<file path="src/source/palette_prom.sv">
// Colour lookup PROM: 256 entries of 4 bits, loaded over the prog port, read on each pixel tick
module palette_prom (
    input  logic       clk,
    input  logic       pxl_cen,
    input  logic       prog_en,
    input  logic [7:0] prog_addr,
    input  logic [3:0] prog_data,
    input  logic [7:0] pal_index,
    output logic [3:0] colour
);

    // Entry 0 is the backdrop colour shown in blanking
    logic [3:0] pal_mem [256];

    // One entry per clock while loading
    always_ff @(posedge clk) begin
        if (prog_en) begin
            pal_mem[prog_addr] <= prog_data;
        end
    end

    // Output register, one pixel tick of delay
    always_ff @(posedge clk) begin
        if (pxl_cen) begin
            colour <= pal_mem[pal_index];
        end
    end

endmodule

</file>
<file path="config.mk">
export PLATFORM = sky130hd
export DESIGN_NAME = palette_prom
export DESIGN_NICKNAME = d
export VERILOG_FILES = /design/src/source/palette_prom.sv
export SDC_FILE = /design/constraint.sdc
export NUM_CORES = 1
export LEC_CHECK = 0
export ABC_AREA = 1
export BUFFER_PORTS_ARGS = -buffer_cell sky130_fd_sc_hd__buf_2
export CAP_MARGIN = 20
export CORE_MARGIN = 2
export CORE_UTILIZATION = 55
export DETAILED_ROUTE_END_ITERATION = 7
export PLACE_DENSITY_LB_ADDON = 0.1
export SYNTH_ARGS = -nofsm -noshare
export SYNTH_HDL_FRONTEND = slang
export SYNTH_SLANG_ARGS = --single-unit
</file>
<file path="constraint.sdc">
create_clock -name clk -period 5.2 [get_ports clk]
set_input_delay 1.04 -clock clk [delete_from_list [all_inputs] [get_ports clk]]
set_output_delay 1.04 -clock clk [all_outputs]
set_load 0.01 [all_outputs]
</file>
==> results.cfg <==
[worst_hold_path]
hold_depth = 1
holdPathEnd = colour[2]
hold_start = pxl_cen
hold_path_class = in -> reg

[yosys]
synth.cell_area_sq_um = 42900
yosys.area.top_type_share = 0.720
syn-instance-count = 3720
ys_ff_latch = 1028
syn_nets = 3743
ys_top_cells_by_area = edfxtp_1 72%, nand3_1 12%, nand2_1 9.9%
netlist-cell-type-count = 13
synth_top_area_cell = edfxtp_1
yosysWarnings = 0
ys_seq_area_frac = 0.720
avgSynthCellArea_sq_um = 11.5

[floorplan]
die_area_sq_um = 80200
initial_core_util = 0.554
design.core.area_sq_um = 77300
die_y_um = 283
num_io_pins = 27
die_x_um = 283
rows = 102

[sta]
hold_viol = 0
setup_viol = 0
rsz0062_at_grt = false
slew_violations = 0
worst_clock_skew_ps = 23.2
fin_tns_setup_ps = 0
period_share = 0.657
finalWorstSetupSlack_ps = 1780
min_period_ps = 3420
slew_headroom = 0.326
fmax_mhz = 293
tightest_slew_ps = 1010
hold_slack_ps = 721

[pwr]
pwr-share-seq = 0.532
pwr_density_cell_nw_per_um2 = 370
leakagePower_nw = 16.0
irDropWorstVdd_uv = 286
combPwrFrac = 0.059
p_int_mw = 13.4
clkPwrFrac = 0.409
sw_frac_of_total = 0.223
power.switching_mw = 3.84

[setup_path]
rrSetupSlack_ps = 3280
worstReg2RegStart = pal_mem[15][1]
crit_path_end_kind = flop
crit_type = in -> reg
cp_max_fo = 126
reg2reg_to = colour[1]
required_ps = 5610
setup.worst_path.start_class = primary input
arrival_ps = 3830
rr_worst_depth = 10

[clock_network]
post_cts_buffers = 0
cts_root_buffer = clkbuf_16
clock_path_buffers = 3
cts_sinks = 1028
cts_hold_buf = 0
cts_tree = done
clock_latency_ps = 660
clk_pin_slew_worst_paths_ps = 60
cts_resized = 0
cts_max_level = 3
cts_buffers = 104

[layout]
fin_cells = 4766
multi_input_area_sq_um = 10300
fin_nets = 3659
postLayoutCellArea_sq_um = 46500
area_growth_pct = 8.45
fillers = 6231
register_area_sq_um = 30900
drive_gt1_frac = 0.0610

[route]
dr.pass1.iters = 6
drc = 0
drtIter0Drc = 3552
num_vias = 28300
viasPerCell = 5.93
drtAntennaViolNets = 0
routedWlPerCell_um = 23.5
wirelength_um = 112000

[placed_design]
place_area_sq_um = 43200
dp.cells = 4568
gp_congestion = 0.924
hpwl_um = 62400
preCtsSetupSlack_ps = 1190
io_buffers = 26

[grt]
gr-total-overflow = 0
track_usage = 0.278
grt_antenna_before_repair = 9
grt_max_degree = 169
grt_pass1_wl_um = 168000
grt_pass1_vias = 27500

[outcome]
status = finished clean

[run]
drv_cap = 0
-- critical path, cell delays in order --
cell      delay (ps)
clkbuf_8         370
inv_8            730
buf_12           310
nand3_1          120
nand3_1          100
nand3_1          130
nand3_1          180
nand2_1          120
nand2_1           80
nand3_1          150
nand3_1          230
nand2_1           90
-- sequential cells by signal, summed over array words and instances, names as in the netlist --
signal and flops:
colour 4, pal_mem 1024
-- power by group through the flow --
stage          Clock (mW)  Combinational (mW)  Sequential (mW)
6_report             7.04                1.02             9.15
5_1_grt              7.44                1.11             9.15
4_1_cts              7.12                1.01             9.15
3_5_place_dp            0                1.00             9.32
3_3_place_gp            0               0.991             9.32
2_1_floorplan           0               0.617             9.32
-- per-layer routing --
layer | part of all wire | track usage
met5 | 0.00042 | 0
met4 | 0.034 | 0.0978
met3 | 0.094 | 0.0539
met2 | 0.47 | 0.447
met1 | 0.40 | 0.382
-- final cells by class --
cell class | count | share of cell area
clock buffer | 133 | 0.0592
antenna | 3 | 0.000161
tap | 1040 | 0.0280
timing repair buffer | 66 | 0.0149
clock inverter | 60 | 0.00931
inverter | 39 | 0.00371
multi-input combinational | 2397 | 0.221
sequential | 1028 | 0.664
-- logic make-up (layout without fill, tap and decap cells) --
group                  count (synthesis)  count (layout)  share of synthesized area
buffers and inverters                295             298                     0.0411
flip-flops                          1028            1028                      0.720
other                                  0               3                          0
AND/OR/NAND/NOR                     2397            2397                      0.239
-- metrics by stage --
| step | power (mW) | util |
|---|---|---|
| 2_1_floorplan | 9.94 | - |
| 3_3_place_gp | 10.3 | 0.559 |
| 3_5_place_dp | 10.3 | 0.559 |
| 4_1_cts | 17.3 | 0.600 |
| 5_1_grt | 17.7 | 0.601 |
| 6_report | 17.2 | 0.601 |
-- cells in the final DEF (no fill, tap or decap), drive strengths merged --
cell,Yosys,layout
inv,39,43
nand2,1127,1127
nor2,283,283
edfxtp,1028,1028
clkinv,0,49
nand3,987,987
bufinv,0,5
clkinvlp,0,2
diode,0,3
buf,203,65
clkbuf,53,134
-- synth_stat cells, drive strengths merged --
master	n
nand2	1127
nor2	283
clkbuf	53
inv	39
nand3	987
buf	203
edfxtp	1028
-- worst max path at each step --
| stage | start | endpoint | slack, ps |
|---|---|---|---|
| after floorplan | pal_index[1] | colour[1] | 2830 |
| after global placement | pal_index[2] | colour[2] | 1230 |
| after detailed placement | pal_index[1] | colour[2] | 1190 |
| after CTS | pal_index[1] | colour[1] | 1900 |
| after global routing | pal_index[1] | colour[3] | 1690 |
| final | pal_index[1] | colour[1] | 1780 |
Note: power is estimated with default switching activity, not from simulation.
