**src/source/tile_shifter.sv**
```systemverilog
// Pixel shifter: splits a pattern row into two bitplanes and builds the palette index per pixel
module tile_shifter (
    input  logic        clk,
    input  logic        rst,
    input  logic        pxl_cen,
    input  logic        tile_load,
    input  logic [15:0] row_data,
    input  logic        row_hflip,
    input  logic [4:0]  row_pal,
    input  logic        row_ok,
    input  logic        lblank_n,
    output logic [7:0]  pal_index
);

    logic [15:0] pix_q;
    logic [4:0]  pal_q;
    logic        flip_q;
    logic        fresh_q;
    logic [15:0] planes;
    logic [1:0]  pix;

    // Low byte holds plane 0, high byte plane 1
    // ROM nibbles arrive interleaved per half tile
    assign planes = {row_data[11:8], row_data[3:0], row_data[15:12], row_data[7:4]};

    // Load at the slot start, shift on the other ticks
    always_ff @(posedge clk) begin
        if (rst) begin
            pix_q   <= '0;
            pal_q   <= '0;
            flip_q  <= 1'b0;
            fresh_q <= 1'b0;
        end else if (pxl_cen) begin
            fresh_q <= tile_load;
            if (tile_load) begin
                // Missed ROM answer leaves pixel value 0
                pix_q  <= row_ok ? planes : '0;
                pal_q  <= row_pal;
                flip_q <= row_hflip;
            end else if (flip_q) begin
                pix_q <= pix_q << 1;
            end else begin
                pix_q <= pix_q >> 1;
            end
        end
    end

    // Mirrored rows read from the top of each plane
    assign pix = flip_q ? {pix_q[15], pix_q[7]} : {pix_q[8], pix_q[0]};

    // The index leads the beam by one tick
    // a fresh load in blanking is already the next line's first pixel
    assign pal_index = (!lblank_n && !fresh_q) ? 8'd0 : {1'b0, pal_q, pix};

    // Loads only come on pixel ticks
    a_load_on_cen: assert property (
        @(posedge clk) disable iff (rst)
        tile_load |-> pxl_cen
    );

endmodule

```
**config.mk**
```make
export PLATFORM = sky130hd
export DESIGN_NAME = tile_shifter
export DESIGN_NICKNAME = d
export VERILOG_FILES = /design/src/source/tile_shifter.sv
export SDC_FILE = /design/constraint.sdc
export NUM_CORES = 1
export LEC_CHECK = 0
export BUFFER_PORTS_ARGS = -buffer_cell sky130_fd_sc_hd__clkbuf_2
export CORE_UTILIZATION = 53
export CTS_CLUSTER_SIZE = 12
export DETAILED_ROUTE_END_ITERATION = 8
export PLACE_DENSITY = 0.81
export SKIP_LAST_GASP = 1
export SYNTH_ARGS = -nofsm -noshare
export SYNTH_HDL_FRONTEND = slang
export SYNTH_SLANG_ARGS = --single-unit
```
**constraint.sdc**
```tcl
create_clock -name clk -period 2.1 [get_ports clk]
set_clock_uncertainty 0.15 [all_clocks]
set_input_delay 0.42 -clock clk [delete_from_list [all_inputs] [get_ports clk]]
set_output_delay 0.42 -clock clk [all_outputs]
set_load 0.005 [all_outputs]
```
==> flow_metrics.env <==
export IMPL_dr_pass1_iters=4
export IMPL_ys_seq_area_share_pct=36.5
export IMPL_synth_most_common_cell="dfxtp_1"
export IMPL_drt_total_wl_mm=2.74
export IMPL_leakage_nw=0.641
export IMPL_drc=0
export IMPL_crit_path_start_kind="flop"
export IMPL_synth_edf_count=0
export IMPL_viasPerCell=5.77
export IMPL_rsz0062_at_grt="false"
export IMPL_post_cts_resized=0
export IMPL_fp_row_count=17
export IMPL_grt_util_met1_pct=28.2
export IMPL_synthAdderAreaFrac_pct=0
export IMPL_antennaDiodeCount=0
export IMPL_core_area_um2=2230
export IMPL_hold_buffers=0
export IMPL_dp_final_hpwl_mm=1.94
export IMPL_grt_pass1_vias=1136
export IMPL_ys_ff_latch=23
export IMPL_synth_compound_area_share_pct=15.9
export IMPL_ant_nets=0
export IMPL_fillers=203
export IMPL_synth_distinct_cells=22
export IMPL_antenna_found_initial=0
export IMPL_critPathMaxFanout=7
export IMPL_total_power_w=0.000852
export IMPL_vdd_drop_max_mv=0.361
export IMPL_seq_area_um2=460
export IMPL_place_congestion=0.798
export IMPL_synth_simple_gate_area_share_pct=27.5
export IMPL_top_usage_layer="met2"
export IMPL_syn_inst=148
export IMPL_fmax_mhz=547
export IMPL_grt_overflow=0
export IMPL_ys_top_cells_by_area="dfxtp_1 37%, mux2i_1 13%, o211a_1 11%, nand3_1 8.3%, nor2_1 6.0%"
export IMPL_required_ps=1530
export IMPL_finalSetupTns_ps=0
export IMPL_grt_max_degree=26
export IMPL_clockBufferDepth=2
export IMPL_post_route_min_period_ps=1830
export IMPL_final_max_slew_viol_count=0
export IMPL_worst_pin_slew_ps=532
export IMPL_numCtsBuffers=3
export IMPL_path_clk_slew_ps=120
export IMPL_initial_utilization_pct=56.4
export IMPL_avgSynthCellArea_um2=8.51
export IMPL_yosysTopAreaCell="dfxtp_1"
export IMPL_synth_fp_nets=176
export IMPL_grt_pass1_wl_mm=4.80
export IMPL_dieArea_um2=2580
export IMPL_synthDominantCellAreaShare_pct=36.5
export IMPL_h_tree_depth=1
export IMPL_slew_headroom_pct=64.6
export IMPL_worstPathArrival_ps=1260
export IMPL_finalHoldViolations=0
export IMPL_power_density_nw_per_um2=586
export IMPL_synth_xor_area_share_pct=0
export IMPL_syn2layout_area_growth_pct=15.3
export IMPL_cts_tree="built"
export IMPL_syn_area_um2=1260
export IMPL_netlist_top_cells_count="23 x dfxtp_1, 21 x nand3_1, 20 x nor2_1"
export IMPL_grt_use_total_pct=24.6
export IMPL_synth_mux_area_share_pct=12.7
export IMPL_cts_setup_buffers=0
export IMPL_critPathCaptureType="primary output"
export IMPL_fin_crit_sh_pct=87.0
export IMPL_vias=1178
export IMPL_status="complete, no violations"
export IMPL_cts_root_buf="clkbuf_4"
export IMPL_met3_usage_pct=3.03
export IMPL_wl_per_cell_um=13.4
export IMPL_async_reset_ff_share_pct=0
export IMPL_synth_top_family_by_area="simple AND/OR/NAND/NOR gates"
export IMPL_cts_sinks=23
export IMPL_yosys_warnings=0
export IMPL_drt_initial_drc_count=21
export IMPL_setup_worst_path_class="reg2out"
export IMPL_maxCapViolCount=0
export IMPL_drive_gt1_share_pct=26.7
export IMPL_setup_viol=0
export IMPL_clk_latency_ps=300
export IMPL_io_buffers=34
export IMPL_die_h_um=50.8
export IMPL_multiInputGateArea_um2=711
export IMPL_layout_nets=205
export IMPL_ios=36
export IMPL_die_w_um=50.8
export IMPL_grtUsageMet2_pct=46.0
export IMPL_dominantRegCellSynth="dfxtp_1"
export IMPL_hold_path_class="in2reg"
critical path: stages, from the launching register on:
cell	delay, ps
dfxtp_1	330
nor2_1	370
nor2_1	120
clkbuf_2	130
cells by family (layout without fill, tap and decap cells):
logic type | count (synthesis) | count (layout)
and+or+nand+nor | 69 | 69
AOI/OAI and AO/OA | 24 | 24
muxes | 16 | 16
other | 1 | 1
buffers and inverters | 15 | 43
DFF | 23 | 23
placed cells by master (no fill, tap or decap), drive strengths merged:
cell and instances:
buf 5, nor2b 5, clkbuf 38, mux2i 16
nor3 14, nand3 21, conb 1, nand2b 1
nand2 7, a211oi 1, a311oi 1, a21oi 7
nand3b 1, o211a 14, nor2 20, dfxtp 23
a32oi 1
worst paths after layout:
path | startpoint | endpoint | slack, ps | cells after the start
max reg2reg | flip_q | pix_q[7] | 740 | 4
max | fresh_q | pal_index[1] | 270 | 3
min reg2reg | pal_q[1] | pal_q[1] | 320 | 2
min | row_pal[0] | pal_q[0] | 210 | 3
per-layer routing:
layer  vias up  wire [um]
li1        581          -
met1       567       1230
met2        28       1410
met3         2         90
met4         0         17
met5         -          0
flip-flops by register name, summed over array words and instances (netlist names):
| register | flops |
|---|---|
| pix_q | 16 |
| fresh_q | 1 |
| pal_q | 5 |
| flip_q | 1 |
cell type report:
type / instances / area share, %
Sequential cell: 23 / 31.7
Timing Repair Buffer: 39 / 15.2
Tap cell: 28 / 2.41
Clock buffer: 4 / 1.81
Multi-Input combinational cell: 110 / 48.9
through the flow:
stage / hold slack (ps) / cell area [um2] / setup WS, ps / instances / utilization [%]
global placement: 287 / 1430 / 524 / 200 / 63.9
finish: 207 / 1450 / 273 / 204 / 65.0
detailed placement: 299 / 1430 / 408 / 200 / 63.9
global route: 211 / 1450 / 217 / 204 / 65.0
floorplan: 282 / 1260 / 710 / 148 / -
CTS: 196 / 1450 / 241 / 204 / 65.0
power by group:
group          switching, W  internal, W  leakage (nW)
Clock              0.000124    0.0000740        0.0150
Combinational     0.0000876    0.0000811         0.437
Sequential        0.0000219     0.000463         0.190
Total              0.000234     0.000618         0.641
Power figures use the tool's default switching activity.
