**src/source/tile_pkg.sv**
```systemverilog
// Shared video timing, tile map layout, attribute bits and fetch FSM codes, imported by the RTL
package tile_pkg;

    // Pixel ticks per line and the visible part at its start
    localparam int H_TOTAL   = 320;
    localparam int H_VISIBLE = 256;

    // Lines per frame and the visible window
    localparam int V_TOTAL     = 264;
    localparam int V_VIS_START = 16;
    localparam int V_VIS_END   = 240;

    // Tile map, 32x32 tiles of 8x8 pixels
    localparam int TILE_COLS = 32;
    localparam int TILE_ROWS = 32;

    // CPU address bit choosing attribute (0) or code (1) bank
    localparam int BANK_BIT = 10;

    // Fetch lead in pixels
    // One tile slot for the ROM fetch, plus one tick each for shifter and palette registers
    localparam int H_PREFETCH = 10;

    // Attribute byte layout, palette field is bits 4..0
    localparam int ATTR_VFLIP    = 7;
    localparam int ATTR_HFLIP    = 6;
    localparam int ATTR_CODE_MSB = 5;
    localparam int ATTR_PAL_LSB  = 0;

    // Pattern ROM address: code msb, code, row
    localparam int ROM_AW = 12;

    // Tile fetch FSM state codes
    localparam logic [1:0] ST_IDLE     = 2'd0;
    localparam logic [1:0] ST_MAP_WAIT = 2'd1;
    localparam logic [1:0] ST_REQUEST  = 2'd2;
    localparam logic [1:0] ST_HOLD     = 2'd3;

endpackage

```
**src/source/video_timer.sv**
```systemverilog
// Beam timing for the tile layer, giving pixel enable, counters and blanking to the top level
module video_timer import tile_pkg::*; (
    input  logic       clk,
    input  logic       rst,
    output logic       pxl_cen,
    output logic [8:0] hcount,
    output logic [8:0] vcount,
    output logic       lblank_n,
    output logic       vblank_n
);

    logic line_end;
    logic frame_end;

    // Last tick of the line and last line of the frame
    assign line_end  = hcount == 9'(H_TOTAL - 1);
    assign frame_end = vcount == 9'(V_TOTAL - 1);

    // Divide by two
    // Low on the first clock after reset
    always_ff @(posedge clk) begin
        if (rst) begin
            pxl_cen <= 1'b0;
        end else begin
            pxl_cen <= ~pxl_cen;
        end
    end

    // Horizontal counter, one step per pixel tick
    always_ff @(posedge clk) begin
        if (rst) begin
            hcount <= '0;
        end else if (pxl_cen) begin
            if (line_end) begin
                hcount <= '0;
            end else begin
                hcount <= hcount + 9'd1;
            end
        end
    end

    // Vertical counter steps at the horizontal wrap
    always_ff @(posedge clk) begin
        if (rst) begin
            vcount <= '0;
        end else if (pxl_cen && line_end) begin
            if (frame_end) begin
                vcount <= '0;
            end else begin
                vcount <= vcount + 9'd1;
            end
        end
    end

    // Blanking decoded straight from the counts
    // so it changes on the same edge as the counters
    assign lblank_n = hcount < 9'(H_VISIBLE);
    assign vblank_n = (vcount >= 9'(V_VIS_START)) && (vcount < 9'(V_VIS_END));

    // Counters never leave their ranges
    a_count_range: assert property (
        @(posedge clk) disable iff (rst)
        (hcount < 9'(H_TOTAL)) && (vcount < 9'(V_TOTAL))
    );

endmodule

```
**config.mk**
```make
export PLATFORM = sky130hd
export DESIGN_NAME = video_timer
export DESIGN_NICKNAME = d
export VERILOG_FILES = /design/src/source/tile_pkg.sv /design/src/source/video_timer.sv
export SDC_FILE = /design/constraint.sdc
export NUM_CORES = 1
export LEC_CHECK = 0
export BUFFER_PORTS_ARGS = -buffer_cell sky130_fd_sc_hd__buf_4
export CAP_MARGIN = 25
export CORE_UTILIZATION = 55
export CTS_CLUSTER_SIZE = 16
export DETAILED_ROUTE_END_ITERATION = 8
export PLACE_DENSITY = 0.82
export SLEW_MARGIN = 20
export SYNTH_ARGS = -nofsm -noshare
export SYNTH_HDL_FRONTEND = slang
export SYNTH_SLANG_ARGS = --single-unit
```
**constraint.sdc**
```tcl
create_clock -name clk -period 2.9 [get_ports clk]
set_clock_uncertainty 0.1 [all_clocks]
set_input_delay 0.725 -clock clk [delete_from_list [all_inputs] [get_ports clk]]
set_output_delay 0.725 -clock clk [all_outputs]
set_load 0.03 [all_outputs]
```
==> metrics <==
Highest Signal Layer met4; DRT iter0 DRCs 31; Setup crit end kind output port; drc violations 0; Layout Nets 136; Post-Synth Adder-Cell Area under 10%; most numerous cell in the Yosys netlist dfxtp_1; initial core utilization 60.88%; main combinational cell family by area after synthesis simple AND/OR/NAND/NOR gates; Yosys warning total 0; ANT nets after route 0; Power Total around 0.42 mW; Yosys top cell area share 40.53%; synth cell count leaders 19 x dfxtp_1, 11 x a21oi_1, 8 x nand2_1; Die ar. approximately 1900 sq um; fin worst setup slack ~0.47 ns; ys flop type dfxtp_1; ys async rst share 0%; Buffers on Ports 22; post-synth cell types 32; DR WL met3 102 um; TritonCTS buffer count 3; final instance area ~1100 sq um; PostCTS Resize Cnt 0; Yosys reg bits 19; worst r2r path cells 5; critical path type reg -> out; Setup violations, final 0; mux contribution to synthesized area 1.067%; initial antenna violation count 0; Rel. slew slack 55.32%; share of layout cells above drive strength 1 between 20% and 30%; worst slew pin tran roughly 0.66 ns; Leakage ~0.44 nW; Ports 23; CTS Buffer Depth 2; setup repair after global routing missed its margin false; Mapped Area around 940 sq um; DP Area around 1100 sq um; HP Class reg -> reg; CTS root buffer clkbuf_4; global-route wire length before repair about 3.0 mm; Max Slew Vio Count 0; final core occ around 73%; core area about 1500 sq um; Period minus WS final around 2.4 ns; Post-Syn Instances roughly 110; gr usage total 20.96%; worst vdd ir approximately 0.33 mV; Inserted Diodes 0; DPL Wire Length about 1.3 mm; status complete, no violations; total grt overflow 0; number of global-route vias before repair approximately 700; DR pass1 iterations 4; top post-synthesis cells by area dfxtp_1 41%, a21oi_1 5.9%, ha_1 4.0%, nand4_1 4.0%, xor2_1 3.7%; compound-cell area share of the yosys netlist between 10% and 20%; PwrDens between 300 and 400 nW/um^2; setup tns final 0 ns; hold_buf cts 0; Die H 43.31 um; Clock Sink Count 19; metal2 WL 909 um; Synth Area in XOR/XNOR 6.533%; Rows 14; clk slew on worst S/H paths about 0.11 ns; largest net degree at the start of global routing 21; Critical Path RT 2.08 ns; Fin. Hold Viols 0; Post-synth EDFFs 0; Worst Hold Depth 2; max-cap check violation count 0; Vias/cell 5.870; number of H-tree levels 1; register area share after synthesis between 40% and 50%; crit path DAT 1.60 ns; CP Launch Type flop; post-route met1 wirelength approximately 900 um; Placement Setup Slack about 0.9 ns; Skew-Pair Late Insertion Delay ~0.30 ns; period utilisation layout a little over four fifths; fmax around 0.4 GHz; syn nets roughly 110; area leader, netlist dfxtp_1; area grow syn2layout 20.00%; Synth Area in Simple Gates a little under a third; Mean Syn Cell Area 8.689 sq um; largest fanout on the critical path 7; DR WL/cell approximately 13 um; # Post-CTS Setup Buffers 0; routability cong. ~0.8; die width around 43 um; vias post-DR 857; fill cell count around 120; TritonCTS clock tree built; Post-Route WL ~1.9 mm
## placed cells by master, fill, tap and decap left out, types with 2 or more instances in the layout
cell type   n
ha_1        3
a21oi_1    11
nor2_1      7
o31ai_1     3
and3_1      4
buf_4      22
xnor2_1     3
xor2_1      4
nand2b_1    3
o21ai_0     3
or3_1       2
or4_1       2
dfxtp_1    19
inv_1       5
nand3_1     3
nand2_1     8
nand4_1     6
clkbuf_4    3
nor3_1      6
## through the flow
step | instances | hold slack (ns)
final | 146 | 0.4166
after floorplan | 108 | 0.5026
after detailed placement | 142 | 0.4051
after CTS | 146 | 0.4204
after global routing | 146 | 0.4490
after global placement | 142 | 0.3955
## sequential cells by signal, indices dropped and copies added, names as in the netlist
signal   cells
vcount       9
hcount       9
pxl_cen      1
## per-layer routing
| layer | GRT usage [%] | vias to the layer above |
|---|---|---|
| met3 | 3.830 | 2 |
| met1 | 27.89 | 391 |
| met5 | 0 | - |
| li1 | - | 432 |
| met4 | 9.091 | 0 |
| met2 | 33.13 | 32 |
## worst max-delay path: stages, from the launching register on
cell and delay, ns:
dfxtp_1 0.38, nor4_1 0.61, nor3_1 0.11, buf_4 0.20
## cells by family after synthesis
family / after synthesis
and+or+nand+nor: 50
AOI/OAI and AO/OA: 19
DFF: 19
buffers and inverters: 9
xor gates and xnor gates: 7
adders and majority gates: 3
muxes: 1
## where the power goes
part           switching (mW)  leakage, nW  internal (mW)
Sequential            0.00410        0.154          0.264
Clock                  0.0823       0.0150         0.0536
Combinational          0.0130        0.273        0.00775
Total                  0.0994        0.441          0.325
## final timing paths
check,from,slack [ns],endpoint
worst max-delay path,vcount[5],0.47,vblank_n
worst min-delay path,hcount[6],0.42,hcount[6]
worst max register to register,hcount[0],0.93,vcount[3]
worst min register to register,hcount[6],0.42,hcount[6]
## cell type report
class                      instances  area, sq um  share of cell area (%)
inverter                           5        18.77                   1.667
multi-input combinational         80        515.5                   45.78
clock buffer                       4        26.28                   2.333
timing repair buffer              22        165.2                   14.67
sequential                        19        380.4                   33.78
tap                               16        20.02                   1.778
(Power assumes the default switching activity.)
