<file path="src/source/tile_pkg.sv">
// Shared video timing, tile map layout, attribute bits and fetch FSM codes, imported by the RTL
package tile_pkg;

    // Pixel ticks per line and the visible part at its start
    localparam int H_TOTAL   = 320;
    localparam int H_VISIBLE = 256;

    // Lines per frame and the visible window
    localparam int V_TOTAL     = 264;
    localparam int V_VIS_START = 16;
    localparam int V_VIS_END   = 240;

    // Tile map, 32x32 tiles of 8x8 pixels
    localparam int TILE_COLS = 32;
    localparam int TILE_ROWS = 32;

    // CPU address bit choosing attribute (0) or code (1) bank
    localparam int BANK_BIT = 10;

    // Fetch lead in pixels
    // One tile slot for the ROM fetch, plus one tick each for shifter and palette registers
    localparam int H_PREFETCH = 10;

    // Attribute byte layout, palette field is bits 4..0
    localparam int ATTR_VFLIP    = 7;
    localparam int ATTR_HFLIP    = 6;
    localparam int ATTR_CODE_MSB = 5;
    localparam int ATTR_PAL_LSB  = 0;

    // Pattern ROM address: code msb, code, row
    localparam int ROM_AW = 12;

    // Tile fetch FSM state codes
    localparam logic [1:0] ST_IDLE     = 2'd0;
    localparam logic [1:0] ST_MAP_WAIT = 2'd1;
    localparam logic [1:0] ST_REQUEST  = 2'd2;
    localparam logic [1:0] ST_HOLD     = 2'd3;

endpackage

</file>
<file path="src/source/tile_fetch_fsm.sv">
// Tile fetch FSM: reads the map ahead of the beam and fetches one pattern row per tile over valid/ready
module tile_fetch_fsm import tile_pkg::*; (
    input  logic              clk,
    input  logic              rst,
    input  logic              pxl_cen,
    input  logic [8:0]        hcount,
    input  logic [8:0]        vcount,
    output logic [9:0]        map_addr,
    input  logic [7:0]        attr,
    input  logic [7:0]        code,
    output logic              rom_valid,
    output logic [ROM_AW-1:0] rom_addr,
    input  logic              rom_ready,
    input  logic [15:0]       rom_data,
    output logic              tile_load,
    output logic [15:0]       row_data,
    output logic              row_hflip,
    output logic [4:0]        row_pal,
    output logic              row_ok
);

    logic [8:0] pre_sum;
    logic       pre_wrap;
    logic [8:0] pre_x;
    logic [8:0] pre_line;
    logic       tile_vis;
    logic       boundary;
    logic [1:0] state;
    logic [2:0] row_q;

    // Prefetch position, wrapping into the next line near the end of blanking
    assign pre_sum  = hcount + 9'(H_PREFETCH);
    assign pre_wrap = pre_sum >= 9'(H_TOTAL);
    assign pre_x    = pre_wrap ? pre_sum - 9'(H_TOTAL) : pre_sum;
    assign pre_line = pre_wrap ? vcount + 9'd1 : vcount;

    // Is the fetched tile on screen at all
    assign tile_vis = (pre_x < 9'(H_VISIBLE)) && (pre_line >= 9'(V_VIS_START))
                    && (pre_line < 9'(V_VIS_END));

    // Tile slot starts every 8 pixel ticks
    assign boundary  = pxl_cen && (pre_x[2:0] == 3'd0);
    assign tile_load = boundary;

    // Map row and column, held at zero off screen
    assign map_addr = tile_vis ? {pre_line[7:3], pre_x[7:3]} : '0;

    // Control path
    // A boundary always restarts, so a late ROM answer is dropped
    always_ff @(posedge clk) begin
        if (rst) begin
            state     <= ST_IDLE;
            rom_valid <= 1'b0;
            row_ok    <= 1'b0;
            row_pal   <= '0;
            row_hflip <= 1'b0;
        end else if (boundary) begin
            rom_valid <= 1'b0;
            row_ok    <= 1'b0;
            if (tile_vis) begin
                state <= ST_MAP_WAIT;
            end else begin
                // Blank tile shows index 0
                state     <= ST_IDLE;
                row_pal   <= '0;
                row_hflip <= 1'b0;
            end
        end else begin
            case (state)
                ST_MAP_WAIT: begin
                    row_pal   <= attr[ATTR_PAL_LSB +: 5];
                    row_hflip <= attr[ATTR_HFLIP];
                    rom_valid <= 1'b1;
                    state     <= ST_REQUEST;
                end
                ST_REQUEST: begin
                    if (rom_ready) begin
                        rom_valid <= 1'b0;
                        row_ok    <= 1'b1;
                        state     <= ST_HOLD;
                    end
                end
                default: begin
                    // IDLE and HOLD wait for the next slot
                    state <= state;
                end
            endcase
        end
    end

    // Data path
    always_ff @(posedge clk) begin
        if (boundary) begin
            row_q <= pre_line[2:0];
        end
        // Code msb, code, row with vertical flip
        if (!boundary && state == ST_MAP_WAIT) begin
            rom_addr <= {attr[ATTR_CODE_MSB], code, row_q ^ {3{attr[ATTR_VFLIP]}}};
        end
        if (!boundary && state == ST_REQUEST && rom_ready) begin
            row_data <= rom_data;
        end
    end

    // Address held while the ROM stalls
    a_rom_addr_stable: assert property (
        @(posedge clk) disable iff (rst)
        rom_valid && !rom_ready |=> $stable(rom_addr)
    );

endmodule

</file>
<file path="config.mk">
export PLATFORM = sky130hd
export DESIGN_NAME = tile_fetch_fsm
export DESIGN_NICKNAME = d
export VERILOG_FILES = /design/src/source/tile_pkg.sv /design/src/source/tile_fetch_fsm.sv
export SDC_FILE = /design/constraint.sdc
export NUM_CORES = 1
export LEC_CHECK = 0
export BUFFER_PORTS_ARGS = -buffer_cell sky130_fd_sc_hd__buf_2
export CAP_MARGIN = 20
export CORE_UTILIZATION = 40
export CTS_CLUSTER_DIAMETER = 200
export DETAILED_ROUTE_END_ITERATION = 6
export PLACE_DENSITY = 0.79
export SYNTH_ARGS = -nofsm -noshare
export SYNTH_HDL_FRONTEND = slang
export SYNTH_SLANG_ARGS = --single-unit
</file>
<file path="constraint.sdc">
create_clock -name clk -period 3.7 [get_ports clk]
set_input_delay 0.555 -clock clk [delete_from_list [all_inputs] [get_ports clk]]
set_output_delay 0.555 -clock clk [all_outputs]
set_load 0.01 [all_outputs]
</file>
==> results.py, run 1 <==
metrics = {
    "outcome": {
        "outcome": "completed",
    },
    "synth": {
        "syn-num-nets": 218,
        "synth_area_leaders": "edfxtp_1 (47%), dfxtp_1 (10%), nor2_1 (3.6%)",
        "yosysWarnings": 0,
        "yosysMostFrequentCell": "edfxtp_1",
        "synth_edf_count": 31,
        "synth.distinct_cells": 45,
        "synth_flop_cell": "edfxtp_1",
        "synth_seq_cells": 41,
        "yosys.area.top_type": "edfxtp_1",
        "syn_area_sq_mm": 0.00198,
        "syn_inst": 160,
        "synth_area_per_cell_sq_um": 12.4,
        "yosysSeqAreaShare_pct": 57.2,
        "synth_top_area_share_pct": 47.1,
        "synth_common_cells": "edfxtp_1 (31), nor2_1 (19), dfxtp_1 (10)",
        "synthArstFlopShare_pct": 0,
    },
    "floorplan": {
        "dieArea_sq_mm": 0.00523,
        "die_h_microns": 72.3,
        "start_util_pct": 41.6,
        "pin_count": 101,
        "die_w_microns": 72.3,
        "core_area_sq_mm": 0.00475,
        "rows": 25,
    },
    "worst_setup_path": {
        "cp.arrival_ps": 3030,
        "endpoint_kind": "output port",
        "max_stage_delay_ps": 370,
        "cp_max_fo": 8,
        "cpMaxStageDelayCell": "o311a_4",
        "cp-start-kind": "primary input",
        "critPathKind": "in -> out",
        "critical_path_buf_inv_count": 2,
        "worstPathCellList": "buf_2 -> ha_4 -> o2111ai_4 -> xor2_2 -> ha_2 -> nand3_2 -> o311a_4 -> o31a_1 -> o22ai_4 -> o2111ai_4 -> nor2_1 -> buf_2",
        "worstPathRequired_ps": 3140,
        "path_delay_family": "compound AO/OA/AOI/OAI gates",
    },
    "timing": {
        "clock.fmax_mhz": 279,
        "period_needed_ps": 3580,
        "slew_viol_final": 0,
        "post-route-period-util_pct": 96.8,
        "clock_skew_ps": 3.99,
        "rsz0062_at_grt": "false",
        "hold_viol": 0,
        "slew-limit-headroom_pct": 51.5,
        "timing.final.ws_setup_ps": 117,
        "setup_violations": 0,
        "whs_ps": 445,
        "worst_pin_slew_ps": 720,
    },
    "clock_network": {
        "insertion_delay_ps": 280,
        "clkSlewWorstSetupHoldPaths_ps": 70,
        "htree_levels": 2,
        "cts_hold_buf": 0,
        "cts_tree": "done",
        "root_buffer": "clkbuf_8",
        "clockBufferDepth": 2,
        "cts_made_buffers": 5,
        "clock-sinks": 41,
    },
    "hold_path": {
        "hp-class": "in -> reg",
    },
    "detailed_routing": {
        "route.vias.total": 1725,
        "routed_via_density": 5.06,
        "drtIter0Drc": 48,
        "drcViolationCount": 0,
        "wl_per_cell_microns": 13.7,
        "postRouteWirelength_microns": 4680,
        "ant_nets": 0,
        "dr.pass1.iters": 4,
    },
    "final_layout": {
        "layout-drive-gt1-share_pct": 52.2,
        "finalInstanceArea_sq_mm": 0.00285,
        "fin_util_pct": 59.9,
        "fin_nets": 331,
        "diodes": 0,
        "area_delta_synth_final_pct": 44.1,
    },
    "global_route": {
        "overflow": 0,
        "grt_pass1_wl_microns": 7130,
        "grt_max_degree": 17,
        "grt_usage_pct": 17.9,
        "grt_pass1_vias": 1588,
        "antenna_found_initial": 0,
    },
    "power": {
        "peakVddDrop_mv": 0.165,
        "p_leak_nw": 1.19,
        "p_per_area_mw_per_mm2": 327,
        "power_mw": 0.931,
    },
    "placement": {
        "place_area_sq_mm": 0.00262,
        "place_ws_ps": -120,
        "place_hpwl_microns": 3440,
        "place_congestion": 0.813,
        "port_buffers": 100,
    },
    "flow_run": {
        "maxCapViolCount": 0,
    },
}
[cells by family after synthesis]
| family | count (synthesis) | share of synthesized area (%) |
|---|---|---|
| AND/OR/NAND/NOR | 57 | 15.4 |
| flip-flops | 41 | 57.2 |
| AO/OA/AOI/OAI | 32 | 14.6 |
| XOR/XNOR | 15 | 6.65 |
| buffers and inverters | 8 | 1.96 |
| adder cells (fa/ha/maj) | 4 | 2.53 |
| multiplexers | 3 | 1.65 |
[worst paths after layout]
| check | start | end | slack [ps] | depth (start not counted) |
|---|---|---|---|---|
| setup / recovery | hcount[2] | map_addr[4] | 120 | 12 |
| hold / removal | code[5] | rom_addr[8] | 440 | 1 |
| setup reg to reg | state[0] | row_pal[3] | 2260 | 3 |
| hold reg to reg | row_pal[2] | row_pal[2] | 480 | 1 |
[sequential cells by signal (all words and copies together) (netlist names)]
register and flops:
row_hflip 1, row_q 3, state 2, row_data 16, row_ok 1, rom_addr 12, row_pal 5, rom_valid 1
[timing repair]
action / CTS / global route
cloned: 1 / 0
setup buffers: 0 / 1
setup endpoints to repair: 9 / 9
pin swaps: 4 / 8
gates resized for setup: 11 / 8
[power breakdown]
part	total (mW)	internal (mW)	switching (mW)	leakage (nW)
clock	0.266	0.130	0.136	0.0450
combinational	0.163	0.0756	0.0872	0.783
sequential	0.502	0.500	0.00182	0.360
[routing by layer]
layer,global-route usage (%),share of wire [%],wire length [microns],up-vias
li1,-,-,-,839
met1,18.0,37,1740,781
met2,33.5,51,2370,93
met3,5.28,9.9,465,12
met4,8.71,2.2,102,0
met5,0,0,0,-
[final cells by class]
class / count / area [sq um]
Clock buffer: 6 / 72.6
Clock inverter: 2 / 10.0
Timing Repair Buffer: 111 / 583
Tap cell: 67 / 83.8
Sequential cell: 41 / 1130
Inverter: 2 / 7.51
Fill cell: 409 / 1910
Multi-Input combinational cell: 112 / 961
[layout by cell type, fill, tap and decap left out, types with 2 or more instances in the layout]
cell type / synthesis / routed
a21oi_1: 4 / 4
a22o_1: 6 / 6
a31oi_1: 2 / 2
and2_1: 3 / 3
and3b_1: 2 / 2
and4_1: 2 / 2
buf_2: 1 / 100
buf_4: 0 / 11
clkbuf_8: 0 / 5
clkinv_2: 0 / 2
dfxtp_1: 10 / 10
edfxtp_1: 31 / 31
ha_1: 4 / 2
inv_1: 2 / 2
mux2_2: 2 / 2
nand2_1: 5 / 5
nand3_1: 5 / 4
nand4_1: 3 / 3
nor2_1: 19 / 18
nor2b_1: 3 / 3
nor3_1: 5 / 4
nor3b_2: 1 / 2
o2111ai_4: 0 / 3
o21a_1: 3 / 3
o21ai_0: 3 / 3
or2_2: 2 / 2
xnor2_1: 7 / 7
xor2_1: 8 / 7
[per-stage QoR]
stage               TNS, ps  instances
floorplan                 0        160
global placement       -100        331
detailed placement    -1050        331
CTS                       0        340
global route              0        341
finish                    0        341
Note: power is estimated with default switching activity, not from simulation.
==> run 2, diff against run 1 <==
ABC_AREA = 1   (was unset)
CORE_MARGIN = 3   (was unset)
PLACE_DENSITY = 0.74   (was 0.79)
==> run 2 against run 1 <==
Against the previous run:
- first-iteration DRC count fell by 25%
- combinational power is 85% higher
- clock skew up 2.0 ps
- die area up 12%
- clock power increased by 36%
- largest cell class unchanged
- largest power group unchanged
- critical path depth is 11 higher
- global-route usage shrank 3.0 points
- highest routed layer unchanged
- non-clock buffer count shrank 8
==> results.py, run 2 <==
metrics = {
    "worst_setup_path": {
        "worstPathRequired_ps": 3140,
        "cp_max_fo": 10,
        "rr_startpoint": "state[0]",
        "critical_path_buf_inv_count": 7,
        "max_stage_delay_ps": 220,
        "critPathKind": "in -> out",
        "cp.arrival_ps": 2790,
        "endpoint_kind": "output port",
        "cpMaxStageDelayCell": "ha_1",
        "crit_start": "hcount[1]",
        "path_delay_family": "simple AND/OR/NAND/NOR gates",
        "cp-start-kind": "primary input",
        "worstPathCellList": "buf_2 -> ha_1 -> inv_1 -> nand2_1 -> nand3_1 -> nand2_2 -> inv_2 -> ha_1 -> nand4_1 -> nor2_1 -> nand3_1 -> nand2_4 -> nand2_4 -> nand2_1 -> nand2_1 -> nand2_1 -> inv_1 -> nand2_2 -> nand3_4 -> inv_1 -> nand2_1 -> inv_1 -> buf_2",
        "worst_path_most_repeated_cell": "nand2_1",
    },
    "final_layout": {
        "top_register": "row_data",
        "layout-drive-gt1-share_pct": 42.4,
        "stdcell_count": 376,
        "fin_util_pct": 57.3,
        "top_regs": "row_data (16), rom_addr (12), row_pal (5)",
        "final_common_cell": "buf_2",
        "diodes": 0,
        "largest_reg_flops": 16,
        "final_cell_mix": "buf_2 (100), nand2_1 (41), edfxtp_1 (31)",
        "area_delta_synth_final_pct": 36.9,
        "fin_nets": 366,
    },
    "floorplan": {
        "core_area_sq_mm": 0.00475,
        "dieArea_sq_mm": 0.00586,
        "die_w_microns": 76.6,
        "die_h_microns": 76.6,
        "rows": 25,
        "start_util_pct": 41.9,
        "pin_count": 101,
    },
    "timing": {
        "period_needed_ps": 3350,
        "setup_violations": 0,
        "post-route-period-util_pct": 90.4,
        "clock_skew_ps": 6.01,
        "rsz0062_at_grt": "false",
        "slew-limit-headroom_pct": 81.4,
        "setup_tns_ps": 0,
        "clock.fmax_mhz": 299,
        "slew_viol_final": 0,
        "hold_viol": 0,
        "worst_pin_slew_ps": 280,
        "timing.final.ws_setup_ps": 354,
    },
    "clock_network": {
        "insertion_delay_ps": 280,
        "root_buffer": "clkbuf_8",
        "clkSlewWorstSetupHoldPaths_ps": 70,
        "clock-sinks": 41,
        "htree_levels": 2,
        "cts_tree": "done",
        "cts_hold_buf": 0,
        "cts_made_buffers": 5,
        "clockBufferDepth": 2,
    },
    "synth": {
        "yosys.area.top_type": "edfxtp_1",
        "yosysSeqAreaShare_pct": 56.8,
        "syn_inst": 198,
        "synth_flop_cell": "edfxtp_1",
        "yosysWarnings": 0,
        "synthArstFlopShare_pct": 0,
        "synth_edf_count": 31,
        "synth_top_area_share_pct": 46.7,
        "synth_area_leaders": "edfxtp_1 (47%), dfxtp_1 (10%), nand2_1 (7.9%)",
        "synth_seq_cells": 41,
        "yosysMostFrequentCell": "nand2_1",
        "synth_common_cells": "nand2_1 (42), edfxtp_1 (31), inv_1 (23)",
        "syn-num-nets": 256,
        "synth_area_per_cell_sq_um": 10.1,
        "syn_area_sq_mm": 0.00199,
        "synth.distinct_cells": 23,
    },
    "global_route": {
        "antenna_found_initial": 0,
        "grt_pass1_wl_microns": 7020,
        "grt_max_degree": 20,
        "grt_pass1_vias": 1631,
        "overflow": 0,
        "grt_usage_pct": 14.9,
    },
    "detailed_routing": {
        "routed_via_density": 4.58,
        "drcViolationCount": 0,
        "drtIter0Drc": 36,
        "wl_per_cell_microns": 11.4,
        "ant_nets": 0,
        "route.vias.total": 1722,
        "dr.pass1.iters": 4,
        "postRouteWirelength_microns": 4290,
    },
    "placement": {
        "placedCellCount": 367,
        "place_congestion": 0.843,
        "port_buffers": 100,
        "place_hpwl_microns": 3540,
        "place_ws_ps": 270,
    },
    "power": {
        "p_per_area_mw_per_mm2": 457,
        "p_leak_nw": 1.32,
        "peakVddDrop_mv": 0.227,
    },
    "flow_run": {
        "maxCapViolCount": 0,
    },
    "hold_path": {
        "hp-class": "in -> reg",
        "hp-start": "code[4]",
    },
    "outcome": {
        "outcome": "completed",
    },
}
==> run 2: cell count changes after synthesis, sizes merged, moves of 3 or more <==
cell	delta
nor3b	-3
nand2	+45
a22o	-6
clkbuf	-4
nand3	+17
a21oi	+7
nor3	-4
inv	+24
and2	-3
nor2b	-3
==> run 2: stage by stage <==
stage | instance area, sq um | power, mW | hold WS, ps
after floorplan | 1990 | 0.769 | 468
after global placement | 2590 | 0.892 | 435
after detailed placement | 2590 | 0.897 | 442
after CTS | 2710 | 1.26 | 430
after global routing | 2730 | 1.32 | 420
final | 2730 | 1.25 | 441
==> run 2: worst reg2reg max path, delay by kind of cell (launching register included) <==
| kind | cells | cell delay, ps |
|---|---|---|
| simple gates | 3 | 350 |
| buf+inv | 4 | 550 |
| flops | 1 | 350 |
| compound gates | 1 | 60 |
==> run 2: cells by family (layout without fill, tap and decap cells) <==
group | count (synthesis) | count (layout) | synth area share [%]
xor+xnor | 12 | 12 | 6.22
flops | 41 | 41 | 56.8
fa+ha+maj | 4 | 4 | 2.51
compound gates | 17 | 17 | 4.65
simple gates | 98 | 98 | 24.9
buf+inv | 26 | 137 | 4.90
==> run 2: power breakdown <==
| group | switching (mW) | internal (mW) |
|---|---|---|
| logic | 0.182 | 0.119 |
| clock network | 0.142 | 0.219 |
| registers | 0.0181 | 0.567 |
==> run 2: layer usage <==
layer	wire (microns)	GRT usage (%)	vias to the layer above
met2	2060	25.9	81
li1	-	-	873
met5	0	0	-
met3	410	5.08	8
met1	1740	16.7	760
met4	75	6.16	0
==> run 2: final cells by class <==
| cell class | instances | area [sq um] |
|---|---|---|
| fill | 447 | 2030 |
| sequential | 41 | 1130 |
| multi-input combinational | 131 | 771 |
| timing repair buffer | 103 | 523 |
| inverter | 26 | 97.6 |
| tap | 67 | 83.8 |
| clock buffer | 6 | 82.6 |
| clock inverter | 2 | 37.5 |
==> run 2: worst paths after layout <==
kind              cells after the start  slack, ps          end
setup / recovery                     23        350  map_addr[7]
hold reg to reg                       2        450       row_ok
setup reg to reg                      8       2290   row_pal[4]
hold / removal                        1        440  rom_addr[7]
==> run 2: what timing repair did <==
action,4_1_cts,5_1_grt
endpoints found under the setup margin,0,6
gates resized for setup,0,3
buffers inserted,0,1
==> run 3, diff against run 2 <==
ABC_AREA = unset   (was 1)
clock period = 4.3 ns   (was 3.7 ns; I/O delays follow)
==> run 3 against run 2 <==
Against the previous run:
- wire length grew 9.9%
- clock-buffer cell count is the same
- final cell count is 12% lower
- sequential power shrank 26%
- via count fell by 2.8%
- critical path depth shrank 11
- setup slack lost 160 ps
- non-clock buffer count is 2 higher
- register-to-register slack gained 540 ps
- clock power decreased by 20%
- critical path type unchanged
- largest power group unchanged
==> results.py, run 3 (same netlist as run 1, synthesis figures left out) <==
metrics = {
    "hold_path": {
        "hp-class": "reg -> reg",
        "holdPathStages": 1,
        "whs_endpoint": "row_ok",
        "hp-start": "row_ok",
    },
    "power": {
        "power_mw": 0.841,
        "peakVddDrop_mv": 0.142,
        "p_leak_nw": 1.15,
        "p_per_area_mw_per_mm2": 310,
    },
    "detailed_routing": {
        "postRouteWirelength_microns": 4710,
        "wl_per_cell_microns": 14.2,
        "routed_via_density": 5.04,
        "drcViolationCount": 0,
        "route.vias.total": 1674,
        "drtIter0Drc": 57,
        "dr.pass1.iters": 4,
        "ant_nets": 0,
    },
    "floorplan": {
        "core_area_sq_mm": 0.00456,
        "dieArea_sq_mm": 0.00582,
        "die_w_microns": 76.3,
        "start_util_pct": 43.3,
        "rows": 24,
        "pin_count": 101,
        "die_h_microns": 76.3,
    },
    "clock_network": {
        "htree_levels": 2,
        "clock-sinks": 41,
        "clkSlewWorstSetupHoldPaths_ps": 70,
        "root_buffer": "clkbuf_8",
        "cts_tree": "done",
        "insertion_delay_ps": 280,
        "cts_hold_buf": 0,
        "clockBufferDepth": 2,
        "cts_made_buffers": 5,
    },
    "timing": {
        "slew-limit-headroom_pct": 63.7,
        "post-route-period-util_pct": 95.5,
        "hold_viol": 0,
        "clock_skew_ps": 3.57,
        "timing.final.ws_setup_ps": 191,
        "clock.fmax_mhz": 243,
        "setup_violations": 0,
        "slew_viol_final": 0,
        "period_needed_ps": 4110,
        "worst_pin_slew_ps": 541,
    },
    "placement": {
        "place_hpwl_microns": 3660,
        "place_ws_ps": 71.4,
        "place_congestion": 0.939,
        "port_buffers": 100,
    },
    "worst_setup_path": {
        "endpoint_kind": "output port",
        "cp_max_fo": 10,
        "timing.rr.end": "row_data[15]",
        "cp-start-kind": "primary input",
        "rr_startpoint": "state[1]",
        "cp.arrival_ps": 3460,
        "worstPathRequired_ps": 3650,
        "rrSetupSlack_ps": 2830,
        "timing.reg2reg.worst_path_depth": 3,
        "critPathKind": "in -> out",
    },
    "final_layout": {
        "top_regs": "row_data (16), rom_addr (12), row_pal (5)",
        "largest_reg_flops": 16,
        "multi_input_area_sq_um": 843,
        "diodes": 0,
        "nFillCells": 416,
        "fin_util_pct": 59.4,
        "layout.area.seq_sq_mm": 0.00113,
        "top_register": "row_data",
        "fin_nets": 324,
        "final_cell_mix": "buf_2 (100), edfxtp_1 (31), nor2_1 (19)",
        "layout-drive-gt1-share_pct": 46.8,
        "final_common_cell": "buf_2",
        "area_delta_synth_final_pct": 37.2,
    },
    "flow_run": {
        "maxCapViolCount": 0,
    },
    "global_route": {
        "antenna_found_initial": 0,
        "grt_pass1_wl_microns": 7720,
        "grt_pass1_vias": 1620,
        "overflow": 0,
        "grt_usage_pct": 16.5,
        "grt_max_degree": 17,
    },
    "outcome": {
        "outcome": "completed",
    },
}
## run 3: cell type report
class	instances	share of cell area (%)
Clock buffer	6	2.68
Clock inverter	2	1.25
Inverter	2	0.277
Multi-Input combinational cell	111	31.1
Sequential cell	41	41.7
Tap cell	65	3.00
Timing Repair Buffer	105	20.0
## run 3: report_power, final
| group | switching [mW] | total, mW | internal [mW] |
|---|---|---|---|
| logic | 0.0654 | 0.121 | 0.0559 |
| clock network | 0.116 | 0.288 | 0.171 |
| registers | 0.00157 | 0.432 | 0.430 |
## run 3: critical path, stage by stage
cell       delay (ps)
buf_2             120
ha_1              230
o2111ai_1         290
xor2_2            290
ha_1              200
nand3_1           100
o311a_4           440
o31a_1            310
o22ai_1           270
o2111ai_4         250
nor2_1            170
buf_2             140
## run 3: worst max-delay path by stage
stage	start	end	cells after the start	slack, ps
2_1_floorplan	hcount[1]	map_addr[2]	11	520
4_1_cts	hcount[1]	map_addr[3]	12	70
3_5_place_dp	hcount[1]	map_addr[2]	12	70
5_1_grt	hcount[1]	map_addr[2]	12	-70
6_report	hcount[1]	map_addr[3]	12	190
3_3_place_gp	hcount[1]	map_addr[2]	12	220
## run 3: metal layers
metal	part of all wire, %	vias to the layer above	wire length (microns)	track usage, %
met5	0	-	0	0
met3	7.6	9	359	4.61
li1	-	819	-	-
met1	41	770	1930	19.8
met2	49	76	2320	27.4
met4	2.4	0	111	7.61
## run 3: per-stage QoR
| stage | area [sq um] | std cells | hold slack, ps | setup TNS (ps) |
|---|---|---|---|---|
| after floorplan | 1980 | 160 | 482 | 0 |
| after global placement | 2570 | 323 | 445 | 0 |
| after detailed placement | 2570 | 323 | 457 | 0 |
| after CTS | 2670 | 331 | 475 | 0 |
| after global routing | 2710 | 332 | 491 | -289 |
| final | 2710 | 332 | 468 | 0 |
## run 3: repair_timing
item / in CTS / in global routing
gates resized for setup: 0 / 3
setup buffers: 0 / 0
setup endpoints to repair: 0 / 9
